===== config.mk =====
export PLATFORM = sky130hd
export DESIGN_NAME = axil_noc_bridge
export DESIGN_NICKNAME = d
export VERILOG_FILES = /design/src/hdl/noc_bridge_pkg.sv /design/src/hdl/axil_noc_bridge.sv /design/src/hdl/noc_request_serializer.sv /design/src/hdl/strobe_to_size.sv /design/src/hdl/axil_request_capture.sv /design/src/hdl/sync_fifo.sv
export SDC_FILE = /design/constraint.sdc
export NUM_CORES = 2
export LEC_CHECK = 0
export BUFFER_PORTS_ARGS = -buffer_cell sky130_fd_sc_hd__buf_2
export CORE_MARGIN = 2
export CORE_UTILIZATION = 29
export DETAILED_ROUTE_END_ITERATION = 8
export GPL_TIMING_DRIVEN = 0
export PLACE_DENSITY_LB_ADDON = 0.3
export SKIP_LAST_GASP = 1
export SLEW_MARGIN = 20
export SYNTH_ARGS = -nofsm -noshare
export SYNTH_HDL_FRONTEND = slang
export SYNTH_HIERARCHICAL = 1
export SYNTH_SLANG_ARGS = --single-unit

===== constraint.sdc =====
create_clock -name clk -period 11.3 [get_ports clk]
set_clock_uncertainty 0.1 [all_clocks]
set_input_delay 2.26 -clock clk [delete_from_list [all_inputs] [get_ports clk]]
set_output_delay 2.26 -clock clk [all_outputs]
set_load 0.03 [all_outputs]

===== src/hdl/noc_bridge_pkg.sv =====
package noc_bridge_pkg;

    localparam int NOC_DATA_WIDTH = 64;
    localparam int AXI_ADDR_WIDTH = 40;
    localparam int AXI_STRB_WIDTH = 8;
    localparam int MSG_ADDR_WIDTH = 48;
    localparam int FIFO_DEPTH     = 16;   // power of two

    localparam logic [7:0] MSG_TYPE_NC_LOAD_REQ  = 8'd14;
    localparam logic [7:0] MSG_TYPE_NC_STORE_REQ = 8'd15;

    // flits following header 1
    localparam logic [7:0] LOAD_MSG_LENGTH  = 8'd2;
    localparam logic [7:0] STORE_MSG_LENGTH = 8'd3;

    localparam logic [2:0] DATA_SIZE_1B = 3'd1;
    localparam logic [2:0] DATA_SIZE_2B = 3'd2;
    localparam logic [2:0] DATA_SIZE_4B = 3'd3;
    localparam logic [2:0] DATA_SIZE_8B = 3'd4;

    typedef struct packed {
        logic [13:0] chipid;
        logic [7:0]  x;
        logic [7:0]  y;
        logic [3:0]  fbits;
    } noc_node_t;

    typedef enum logic {
        REQ_LOAD  = 1'b0,
        REQ_STORE = 1'b1
    } req_kind_t;

    typedef struct packed {
        noc_node_t   dst;
        logic [7:0]  length;
        logic [7:0]  msg_type;
        logic [7:0]  mshrid;
        logic [5:0]  options_1;
    } noc_hdr1_t;

    typedef struct packed {
        logic [MSG_ADDR_WIDTH-1:0] addr;
        logic [12:0]               options_2;
        logic [2:0]                data_size;
    } noc_hdr2_t;

    typedef struct packed {
        noc_node_t   src;
        logic [29:0] options_3;
    } noc_hdr3_t;

    // one flit on the wire, meaning depends on its position in the message
    typedef union packed {
        noc_hdr1_t                 hdr1;
        noc_hdr2_t                 hdr2;
        noc_hdr3_t                 hdr3;
        logic [NOC_DATA_WIDTH-1:0] data;
    } noc_flit_u;

    typedef struct packed {
        logic [AXI_ADDR_WIDTH-1:0] addr;
        logic [NOC_DATA_WIDTH-1:0] data;
        logic [AXI_STRB_WIDTH-1:0] strb;
    } write_entry_t;

endpackage

===== src/hdl/axil_noc_bridge.sv =====
`timescale 1ns/1ps

module axil_noc_bridge (
    input  logic                                      clk,
    input  logic                                      rst,

    input  logic [noc_bridge_pkg::AXI_ADDR_WIDTH-1:0] awaddr,
    input  logic                                      awvalid,
    output logic                                      awready,
    input  logic [noc_bridge_pkg::NOC_DATA_WIDTH-1:0] wdata,
    input  logic [noc_bridge_pkg::AXI_STRB_WIDTH-1:0] wstrb,
    input  logic                                      wvalid,
    output logic                                      wready,
    input  logic [noc_bridge_pkg::AXI_ADDR_WIDTH-1:0] araddr,
    input  logic                                      arvalid,
    output logic                                      arready,

    input  noc_bridge_pkg::noc_node_t                 src_node,
    input  noc_bridge_pkg::noc_node_t                 dest_node,

    output logic                                      noc2_valid,
    output noc_bridge_pkg::noc_flit_u                 noc2_data,
    input  logic                                      noc2_ready
);

    noc_bridge_pkg::req_kind_t                 order_head;
    logic                                      order_empty;
    logic                                      order_pop;
    noc_bridge_pkg::write_entry_t              write_head;
    logic                                      write_empty;
    logic                                      write_pop;
    logic [noc_bridge_pkg::AXI_ADDR_WIDTH-1:0] read_head;
    logic                                      read_empty;
    logic                                      read_pop;
    logic [noc_bridge_pkg::AXI_STRB_WIDTH-1:0] strobe;
    logic                                      strobe_load;
    logic [2:0]                                data_size;
    logic [2:0]                                offset;

    axil_request_capture u_capture (
        .clk         (clk),
        .rst         (rst),
        .awaddr      (awaddr),
        .awvalid     (awvalid),
        .awready     (awready),
        .wdata       (wdata),
        .wstrb       (wstrb),
        .wvalid      (wvalid),
        .wready      (wready),
        .araddr      (araddr),
        .arvalid     (arvalid),
        .arready     (arready),
        .order_head  (order_head),
        .order_empty (order_empty),
        .order_pop   (order_pop),
        .write_head  (write_head),
        .write_empty (write_empty),
        .write_pop   (write_pop),
        .read_head   (read_head),
        .read_empty  (read_empty),
        .read_pop    (read_pop)
    );

    strobe_to_size u_strobe_to_size (
        .clk       (clk),
        .rst       (rst),
        .strobe    (strobe),
        .load      (strobe_load),
        .data_size (data_size),
        .offset    (offset)
    );

    noc_request_serializer u_serializer (
        .clk         (clk),
        .rst         (rst),
        .src_node    (src_node),
        .dest_node   (dest_node),
        .order_head  (order_head),
        .order_empty (order_empty),
        .write_head  (write_head),
        .write_empty (write_empty),
        .read_head   (read_head),
        .read_empty  (read_empty),
        .order_pop   (order_pop),
        .write_pop   (write_pop),
        .read_pop    (read_pop),
        .strobe      (strobe),
        .strobe_load (strobe_load),
        .data_size   (data_size),
        .offset      (offset),
        .noc2_valid  (noc2_valid),
        .noc2_data   (noc2_data),
        .noc2_ready  (noc2_ready)
    );

endmodule


===== src/hdl/noc_request_serializer.sv =====
`timescale 1ns/1ps

module noc_request_serializer (
    input  logic                                      clk,
    input  logic                                      rst,

    input  noc_bridge_pkg::noc_node_t                 src_node,
    input  noc_bridge_pkg::noc_node_t                 dest_node,

    input  noc_bridge_pkg::req_kind_t                 order_head,
    input  logic                                      order_empty,
    input  noc_bridge_pkg::write_entry_t              write_head,
    input  logic                                      write_empty,
    input  logic [noc_bridge_pkg::AXI_ADDR_WIDTH-1:0] read_head,
    input  logic                                      read_empty,
    output logic                                      order_pop,
    output logic                                      write_pop,
    output logic                                      read_pop,

    output logic [noc_bridge_pkg::AXI_STRB_WIDTH-1:0] strobe,
    output logic                                      strobe_load,
    input  logic [2:0]                                data_size,
    input  logic [2:0]                                offset,

    output logic                                      noc2_valid,
    output noc_bridge_pkg::noc_flit_u                 noc2_data,
    input  logic                                      noc2_ready
);

    typedef enum logic [2:0] {
        ST_IDLE,
        ST_SIZE,
        ST_HDR1,
        ST_HDR2,
        ST_HDR3,
        ST_DATA
    } state_t;

    state_t state;
    logic   is_store;
    logic   start;
    logic   last_flit;

    assign is_store = (order_head == noc_bridge_pkg::REQ_STORE);
    assign start    = !order_empty && (is_store ? !write_empty : !read_empty);

    // final flit accepted: hdr3 of a load or the data flit of a store
    assign last_flit = noc2_ready &&
                       ((state == ST_HDR3 && !is_store) || state == ST_DATA);

    assign order_pop = last_flit;
    assign write_pop = last_flit && is_store;
    assign read_pop  = last_flit && !is_store;

    assign strobe      = write_head.strb;
    assign strobe_load = (state == ST_SIZE);   // size/offset ready by hdr1

    always_ff @(posedge clk) begin
        if (rst) begin
            state <= ST_IDLE;
        end else begin
            case (state)
                ST_IDLE: begin
                    if (start) state <= is_store ? ST_SIZE : ST_HDR1;
                end
                ST_SIZE: state <= ST_HDR1;
                ST_HDR1: begin
                    if (noc2_ready) state <= ST_HDR2;
                end
                ST_HDR2: begin
                    if (noc2_ready) state <= ST_HDR3;
                end
                ST_HDR3: begin
                    if (noc2_ready) state <= is_store ? ST_DATA : ST_IDLE;
                end
                ST_DATA: begin
                    if (noc2_ready) state <= ST_IDLE;
                end
                default: state <= ST_IDLE;
            endcase
        end
    end

    assign noc2_valid = (state == ST_HDR1) || (state == ST_HDR2) ||
                        (state == ST_HDR3) || (state == ST_DATA);

    // everything here comes from state and queue heads, so it holds under stall
    always_comb begin
        noc2_data = '0;   // option fields and mshrid stay zero
        case (state)
            ST_HDR1: begin
                noc2_data.hdr1.dst      = dest_node;
                noc2_data.hdr1.length   = is_store ? noc_bridge_pkg::STORE_MSG_LENGTH
                                                   : noc_bridge_pkg::LOAD_MSG_LENGTH;
                noc2_data.hdr1.msg_type = is_store ? noc_bridge_pkg::MSG_TYPE_NC_STORE_REQ
                                                   : noc_bridge_pkg::MSG_TYPE_NC_LOAD_REQ;
            end
            ST_HDR2: begin
                if (is_store) begin
                    // byte offset goes into the low address bits
                    noc2_data.hdr2.addr = {
                        {(noc_bridge_pkg::MSG_ADDR_WIDTH - noc_bridge_pkg::AXI_ADDR_WIDTH){1'b0}},
                        write_head.addr[noc_bridge_pkg::AXI_ADDR_WIDTH-1:3],
                        offset
                    };
                    noc2_data.hdr2.data_size = data_size;
                end else begin
                    noc2_data.hdr2.addr = {
                        {(noc_bridge_pkg::MSG_ADDR_WIDTH - noc_bridge_pkg::AXI_ADDR_WIDTH){1'b0}},
                        read_head
                    };
                    noc2_data.hdr2.data_size = noc_bridge_pkg::DATA_SIZE_8B;
                end
            end
            ST_HDR3: noc2_data.hdr3.src = src_node;
            ST_DATA: noc2_data.data = write_head.data;
            default: noc2_data = '0;
        endcase
    end

endmodule


===== src/hdl/strobe_to_size.sv =====
`timescale 1ns/1ps

module strobe_to_size (
    input  logic                                      clk,
    input  logic                                      rst,
    input  logic [noc_bridge_pkg::AXI_STRB_WIDTH-1:0] strobe,
    input  logic                                      load,
    output logic [2:0]                                data_size,
    output logic [2:0]                                offset
);

    logic [2:0] size_dec;
    logic [2:0] offset_dec;

    // only aligned runs of 1, 2, 4 or 8 bytes map to a real size
    always_comb begin
        size_dec   = noc_bridge_pkg::DATA_SIZE_8B;   // full or odd strobe
        offset_dec = 3'd0;
        for (int i = 0; i < noc_bridge_pkg::AXI_STRB_WIDTH; i++) begin
            if (strobe == (8'h01 << i)) begin
                size_dec   = noc_bridge_pkg::DATA_SIZE_1B;
                offset_dec = 3'(i);
            end
            if ((i % 2 == 0) && (strobe == (8'h03 << i))) begin
                size_dec   = noc_bridge_pkg::DATA_SIZE_2B;
                offset_dec = 3'(i);
            end
            if ((i % 4 == 0) && (strobe == (8'h0f << i))) begin
                size_dec   = noc_bridge_pkg::DATA_SIZE_4B;
                offset_dec = 3'(i);
            end
        end
    end

    always_ff @(posedge clk) begin
        if (rst) begin
            data_size <= noc_bridge_pkg::DATA_SIZE_8B;
            offset    <= 3'd0;
        end else if (load) begin
            data_size <= size_dec;
            offset    <= offset_dec;
        end
    end

endmodule


===== src/hdl/axil_request_capture.sv =====
`timescale 1ns/1ps

module axil_request_capture (
    input  logic                                      clk,
    input  logic                                      rst,

    input  logic [noc_bridge_pkg::AXI_ADDR_WIDTH-1:0] awaddr,
    input  logic                                      awvalid,
    output logic                                      awready,
    input  logic [noc_bridge_pkg::NOC_DATA_WIDTH-1:0] wdata,
    input  logic [noc_bridge_pkg::AXI_STRB_WIDTH-1:0] wstrb,
    input  logic                                      wvalid,
    output logic                                      wready,
    input  logic [noc_bridge_pkg::AXI_ADDR_WIDTH-1:0] araddr,
    input  logic                                      arvalid,
    output logic                                      arready,

    output noc_bridge_pkg::req_kind_t                 order_head,
    output logic                                      order_empty,
    input  logic                                      order_pop,
    output noc_bridge_pkg::write_entry_t              write_head,
    output logic                                      write_empty,
    input  logic                                      write_pop,
    output logic [noc_bridge_pkg::AXI_ADDR_WIDTH-1:0] read_head,
    output logic                                      read_empty,
    input  logic                                      read_pop
);

    logic                                order_full;
    logic                                write_full;
    logic                                read_full;
    logic                                write_accept;
    logic                                read_accept;
    logic [0:0]                          order_head_bits;
    noc_bridge_pkg::req_kind_t           order_kind;
    noc_bridge_pkg::write_entry_t        write_entry;

    // write needs address and data together, and wins over a read
    assign awready = awvalid && wvalid && !order_full && !write_full;
    assign wready  = awready;
    assign arready = !awvalid && !order_full && !read_full;

    assign write_accept = awvalid && wvalid && awready;
    assign read_accept  = arvalid && arready;

    assign order_kind  = write_accept ? noc_bridge_pkg::REQ_STORE : noc_bridge_pkg::REQ_LOAD;
    assign write_entry = '{addr: awaddr, data: wdata, strb: wstrb};
    assign order_head  = noc_bridge_pkg::req_kind_t'(order_head_bits);

    // arrival order of loads and stores
    sync_fifo #(
        .WIDTH(1),
        .DEPTH(noc_bridge_pkg::FIFO_DEPTH)
    ) order_fifo (
        .clk       (clk),
        .rst       (rst),
        .push      (write_accept || read_accept),
        .push_data (order_kind),
        .pop       (order_pop),
        .head      (order_head_bits),
        .empty     (order_empty),
        .full      (order_full)
    );

    sync_fifo #(
        .WIDTH($bits(noc_bridge_pkg::write_entry_t)),
        .DEPTH(noc_bridge_pkg::FIFO_DEPTH)
    ) write_fifo (
        .clk       (clk),
        .rst       (rst),
        .push      (write_accept),
        .push_data (write_entry),
        .pop       (write_pop),
        .head      (write_head),
        .empty     (write_empty),
        .full      (write_full)
    );

    sync_fifo #(
        .WIDTH(noc_bridge_pkg::AXI_ADDR_WIDTH),
        .DEPTH(noc_bridge_pkg::FIFO_DEPTH)
    ) read_fifo (
        .clk       (clk),
        .rst       (rst),
        .push      (read_accept),
        .push_data (araddr),
        .pop       (read_pop),
        .head      (read_head),
        .empty     (read_empty),
        .full      (read_full)
    );

endmodule


===== src/hdl/sync_fifo.sv =====
`timescale 1ns/1ps

module sync_fifo #(
    parameter int WIDTH = 8,
    parameter int DEPTH = 16      // must be a power of two
) (
    input  logic             clk,
    input  logic             rst,
    input  logic             push,
    input  logic [WIDTH-1:0] push_data,
    input  logic             pop,
    output logic [WIDTH-1:0] head,
    output logic             empty,
    output logic             full
);

    logic [WIDTH-1:0]           mem [DEPTH];
    logic [$clog2(DEPTH)-1:0]   wr_ptr;
    logic [$clog2(DEPTH)-1:0]   rd_ptr;
    logic [$clog2(DEPTH+1)-1:0] count;
    logic                       do_push;
    logic                       do_pop;

    assign do_push = push && !full;
    assign do_pop  = pop && !empty;

    always_ff @(posedge clk) begin
        if (do_push) begin
            mem[wr_ptr] <= push_data;
        end
    end

    always_ff @(posedge clk) begin
        if (rst) begin
            wr_ptr <= '0;
            rd_ptr <= '0;
            count  <= '0;
        end else begin
            if (do_push) wr_ptr <= wr_ptr + 1'b1;   // wraps at DEPTH
            if (do_pop) rd_ptr <= rd_ptr + 1'b1;
            case ({do_push, do_pop})
                2'b10:   count <= count + 1'b1;
                2'b01:   count <= count - 1'b1;
                default: count <= count;
            endcase
        end
    end

    assign head  = mem[rd_ptr];                // oldest entry
    assign empty = (count == '0);
    assign full  = count[$clog2(DEPTH)];      // top bit set only at DEPTH

endmodule


==> impl_summary.md <==
Yosys
The cell count after synthesis came out at between 3000 and 4000. Synthesis produced a netlist with a net count of approximately 4200. The total number of yosys warnings is 6.

Each instance of the synthesized netlist takes up on average about 24 um2. The cell area after synthesis is roughly 96000 um2.

Route
In the routed layout, each cell is associated on average with a via count of 5.00. In the routed design, unresolved DRC markers number 0. Dividing the detail-routed wire length by the instance count gives ~29 um.

The pre-antenna-repair detailed-routing pass consisted of 5 iterations. Across all layers, the routed design uses ~47000 vias. For this block, the initial DRC count from the detailed router was around 4700. The total wire length is approximately 270000 um. The number of routed nets with antenna violations is 0.

Clock network
Buffers inserted to repair hold after CTS numbered 0. The total of cells resized after clock tree synthesis is 0. After clock tree synthesis, the clock-pin slew on the worst setup and hold paths is around 60 ps. Once the clock tree was built, the setup fixing pass inserted 0 buffers.

The maximum buffer depth of the clock tree is 4. The CTS sink count is approximately 2500. Clock tree synthesis selected as its root buffer the cell sky130_fd_sc_hd__clkbuf_16. The level count of the clock H-tree is 4. The TritonCTS clock tree is built.

The number of buffers created by CTS is about 240. The insertion delay of the later-clocked pin in the worst-skew pair is around 900 ps.

Setup path
STA classifies the critical path endpoint as an output port. The setup path with the least slack is of type reg2out. Data arrives at the worst endpoint at between 5000 and 6000 ps. The worst setup path is launched from a flop.

STA puts the critical path data required time at between 8000 and 9000 ps. The biggest fanout along the worst timing path is 10.

Placed design
The number of placed instances, taps included, is roughly 8900. The number of buffers inserted by port buffering is 290. The routability congestion estimate is about 0.76. The instance area after placement is roughly 110000 um2.

Summed over all nets, the half-perimeter wirelength after detailed placement is between 150000 and 200000 um. The worst slack at placement is roughly 4400 ps.

Finish
The final non-filler cell area is 114000 um2. The library cell used most frequently in the layout, excluding fill and tap cells, is sky130_fd_sc_hd__edfxtp_1. The synthesis-to-finish area growth is 19.3%. At the end of the flow, the number of nets in the layout was 5012. Leaving out fill and tap cells, the most frequent cells in the layout are sky130_fd_sc_hd__edfxtp_1 (2400), sky130_fd_sc_hd__mux4_2 (714), sky130_fd_sc_hd__buf_2 (335).

The final design utilization is a little over a third. The count of placed standard cells in the final layout, fillers left out is 9315. The post-route netlist has between 30% and 40% of its cells at a drive strength greater than 1.

Global route
The number of global-route vias before repair came to 46800. The first global-routing pass estimated 375000 um of wire. The remaining global-route overflow is 0. The initial antenna violation count was 108.

Entering global routing, the biggest net connects 20 pins. The overall fraction of global-route tracks in use is 16.1%.

STA
Setup repair after global routing left no endpoint under its margin. The number of endpoints with negative hold slack in the final report came to 0. In the final timing run, aggregate negative setup slack is 0 ps. Setup violations remaining at the end of the flow were counted as 0. In this run the tightest slew margin relative to its limit is around a fifth. The final critical-path setup slack is 3640 ps. Dividing the final minimum period by the clock period gives between 60% and 70%. The achievable clock frequency is between 100 and 150 MHz. The number of pins exceeding their max-slew limit in the final report came to 0. The final critical delay including setup and external delays is 7660 ps. The transition time of the tightest slew-check pin is about 1200 ps.

Pwr
The analysis attributes to cell leakage a power of between 30 and 40 nW. VDD sags by at most 0.159 mV. The power per unit of standard cell area is around 160 nW/um2.

Die
The die is a little under 600 um tall. From left edge to right edge, the die measures 578 um. During I/O placement, the number of pins put on the boundary was 294. The initial cell density of the core is about 29%. After floorplanning, the core was divided into 210 placement rows.

The region available for standard cell placement spans about 330000 um2. The die covers 334000 um2.

Status
The flow ran to the end, and the final reports show no timing, DRC or antenna violations.

Hold path
The path class of the tightest hold or removal check is reg2reg.

Flow run
The max capacitance violation total is 0.
[cell type report]
type | instances | area (um2)
well taps | 4346 | 5440
multi-input cells | 1272 | 21100
repair buffers | 525 | 5180
flip-flops and latches | 2460 | 73300
clock buffers | 297 | 6380
clock inverters | 136 | 1200
fillers | 30100 | 214000
diodes | 20 | 50.0
inverters | 13 | 51.3
plain buffers | 246 | 1520
[through the flow]
| stage | hold WS, ps | total power [mW] |
|---|---|---|
| floorplan | 339 | 10.5 |
| detailed placement | 382 | 10.8 |
| CTS | 393 | 18.6 |
| finish | 394 | 18.4 |
| global placement | 378 | 10.8 |
| global route | 425 | 18.9 |
[state kept, by name (all words and copies together) (netlist names), 4 cells and up, named ones only]
name / flops
u_capture/write_fifo/mem: 1744
u_capture/read_fifo/mem: 640
u_capture/order_fifo/mem: 16
u_capture/order_fifo/count: 5
u_capture/read_fifo/count: 5
u_capture/write_fifo/count: 5
u_capture/order_fifo/rd_ptr: 4
u_capture/order_fifo/wr_ptr: 4
u_capture/read_fifo/rd_ptr: 4
u_capture/read_fifo/wr_ptr: 4
u_capture/write_fifo/rd_ptr: 4
u_capture/write_fifo/wr_ptr: 4
[critical path, cell delays in order (launching register included)]
cell and delay (ps):
sky130_fd_sc_hd__dfxtp_1 300, sky130_fd_sc_hd__clkbuf_1 540, sky130_fd_sc_hd__buf_2 440, sky130_fd_sc_hd__clkbuf_1 790, sky130_fd_sc_hd__mux4_2 420, sky130_fd_sc_hd__mux4_2 550, sky130_fd_sc_hd__mux2_2 380, sky130_fd_sc_hd__a22oi_1 590
sky130_fd_sc_hd__a21oi_1 160, sky130_fd_sc_hd__buf_2 230
[worst paths after layout]
check | from | to | slack, ps | cells after the start
hold / removal | u_strobe_to_size/data_size[1] | u_strobe_to_size/data_size[1] | 390 | 2
setup reg to reg | flop | u_capture/read_fifo/count[4] | 5670 | 16
setup / recovery | flop | noc2_data[32] | 3640 | 9
hold reg to reg | u_strobe_to_size/data_size[1] | u_strobe_to_size/data_size[1] | 390 | 2
[metal layers]
metal  track usage (%)  up-vias  part of all wire, %
li1                  -    18800                    -
met5                 0        -                 0.16
met1              21.4    25700                   41
met3              3.07      440                  6.7
met4              4.94       66                  3.1
met2              26.6     1579                   49
[power by group]
part           switching [mW]  internal, mW  leakage, nW
registers              0.0123          10.1         22.1
logic                   0.357         0.153         9.23
clock network            3.39          4.40         3.69
total                    3.76          14.6         35.0
Power figures use the tool's default switching activity.
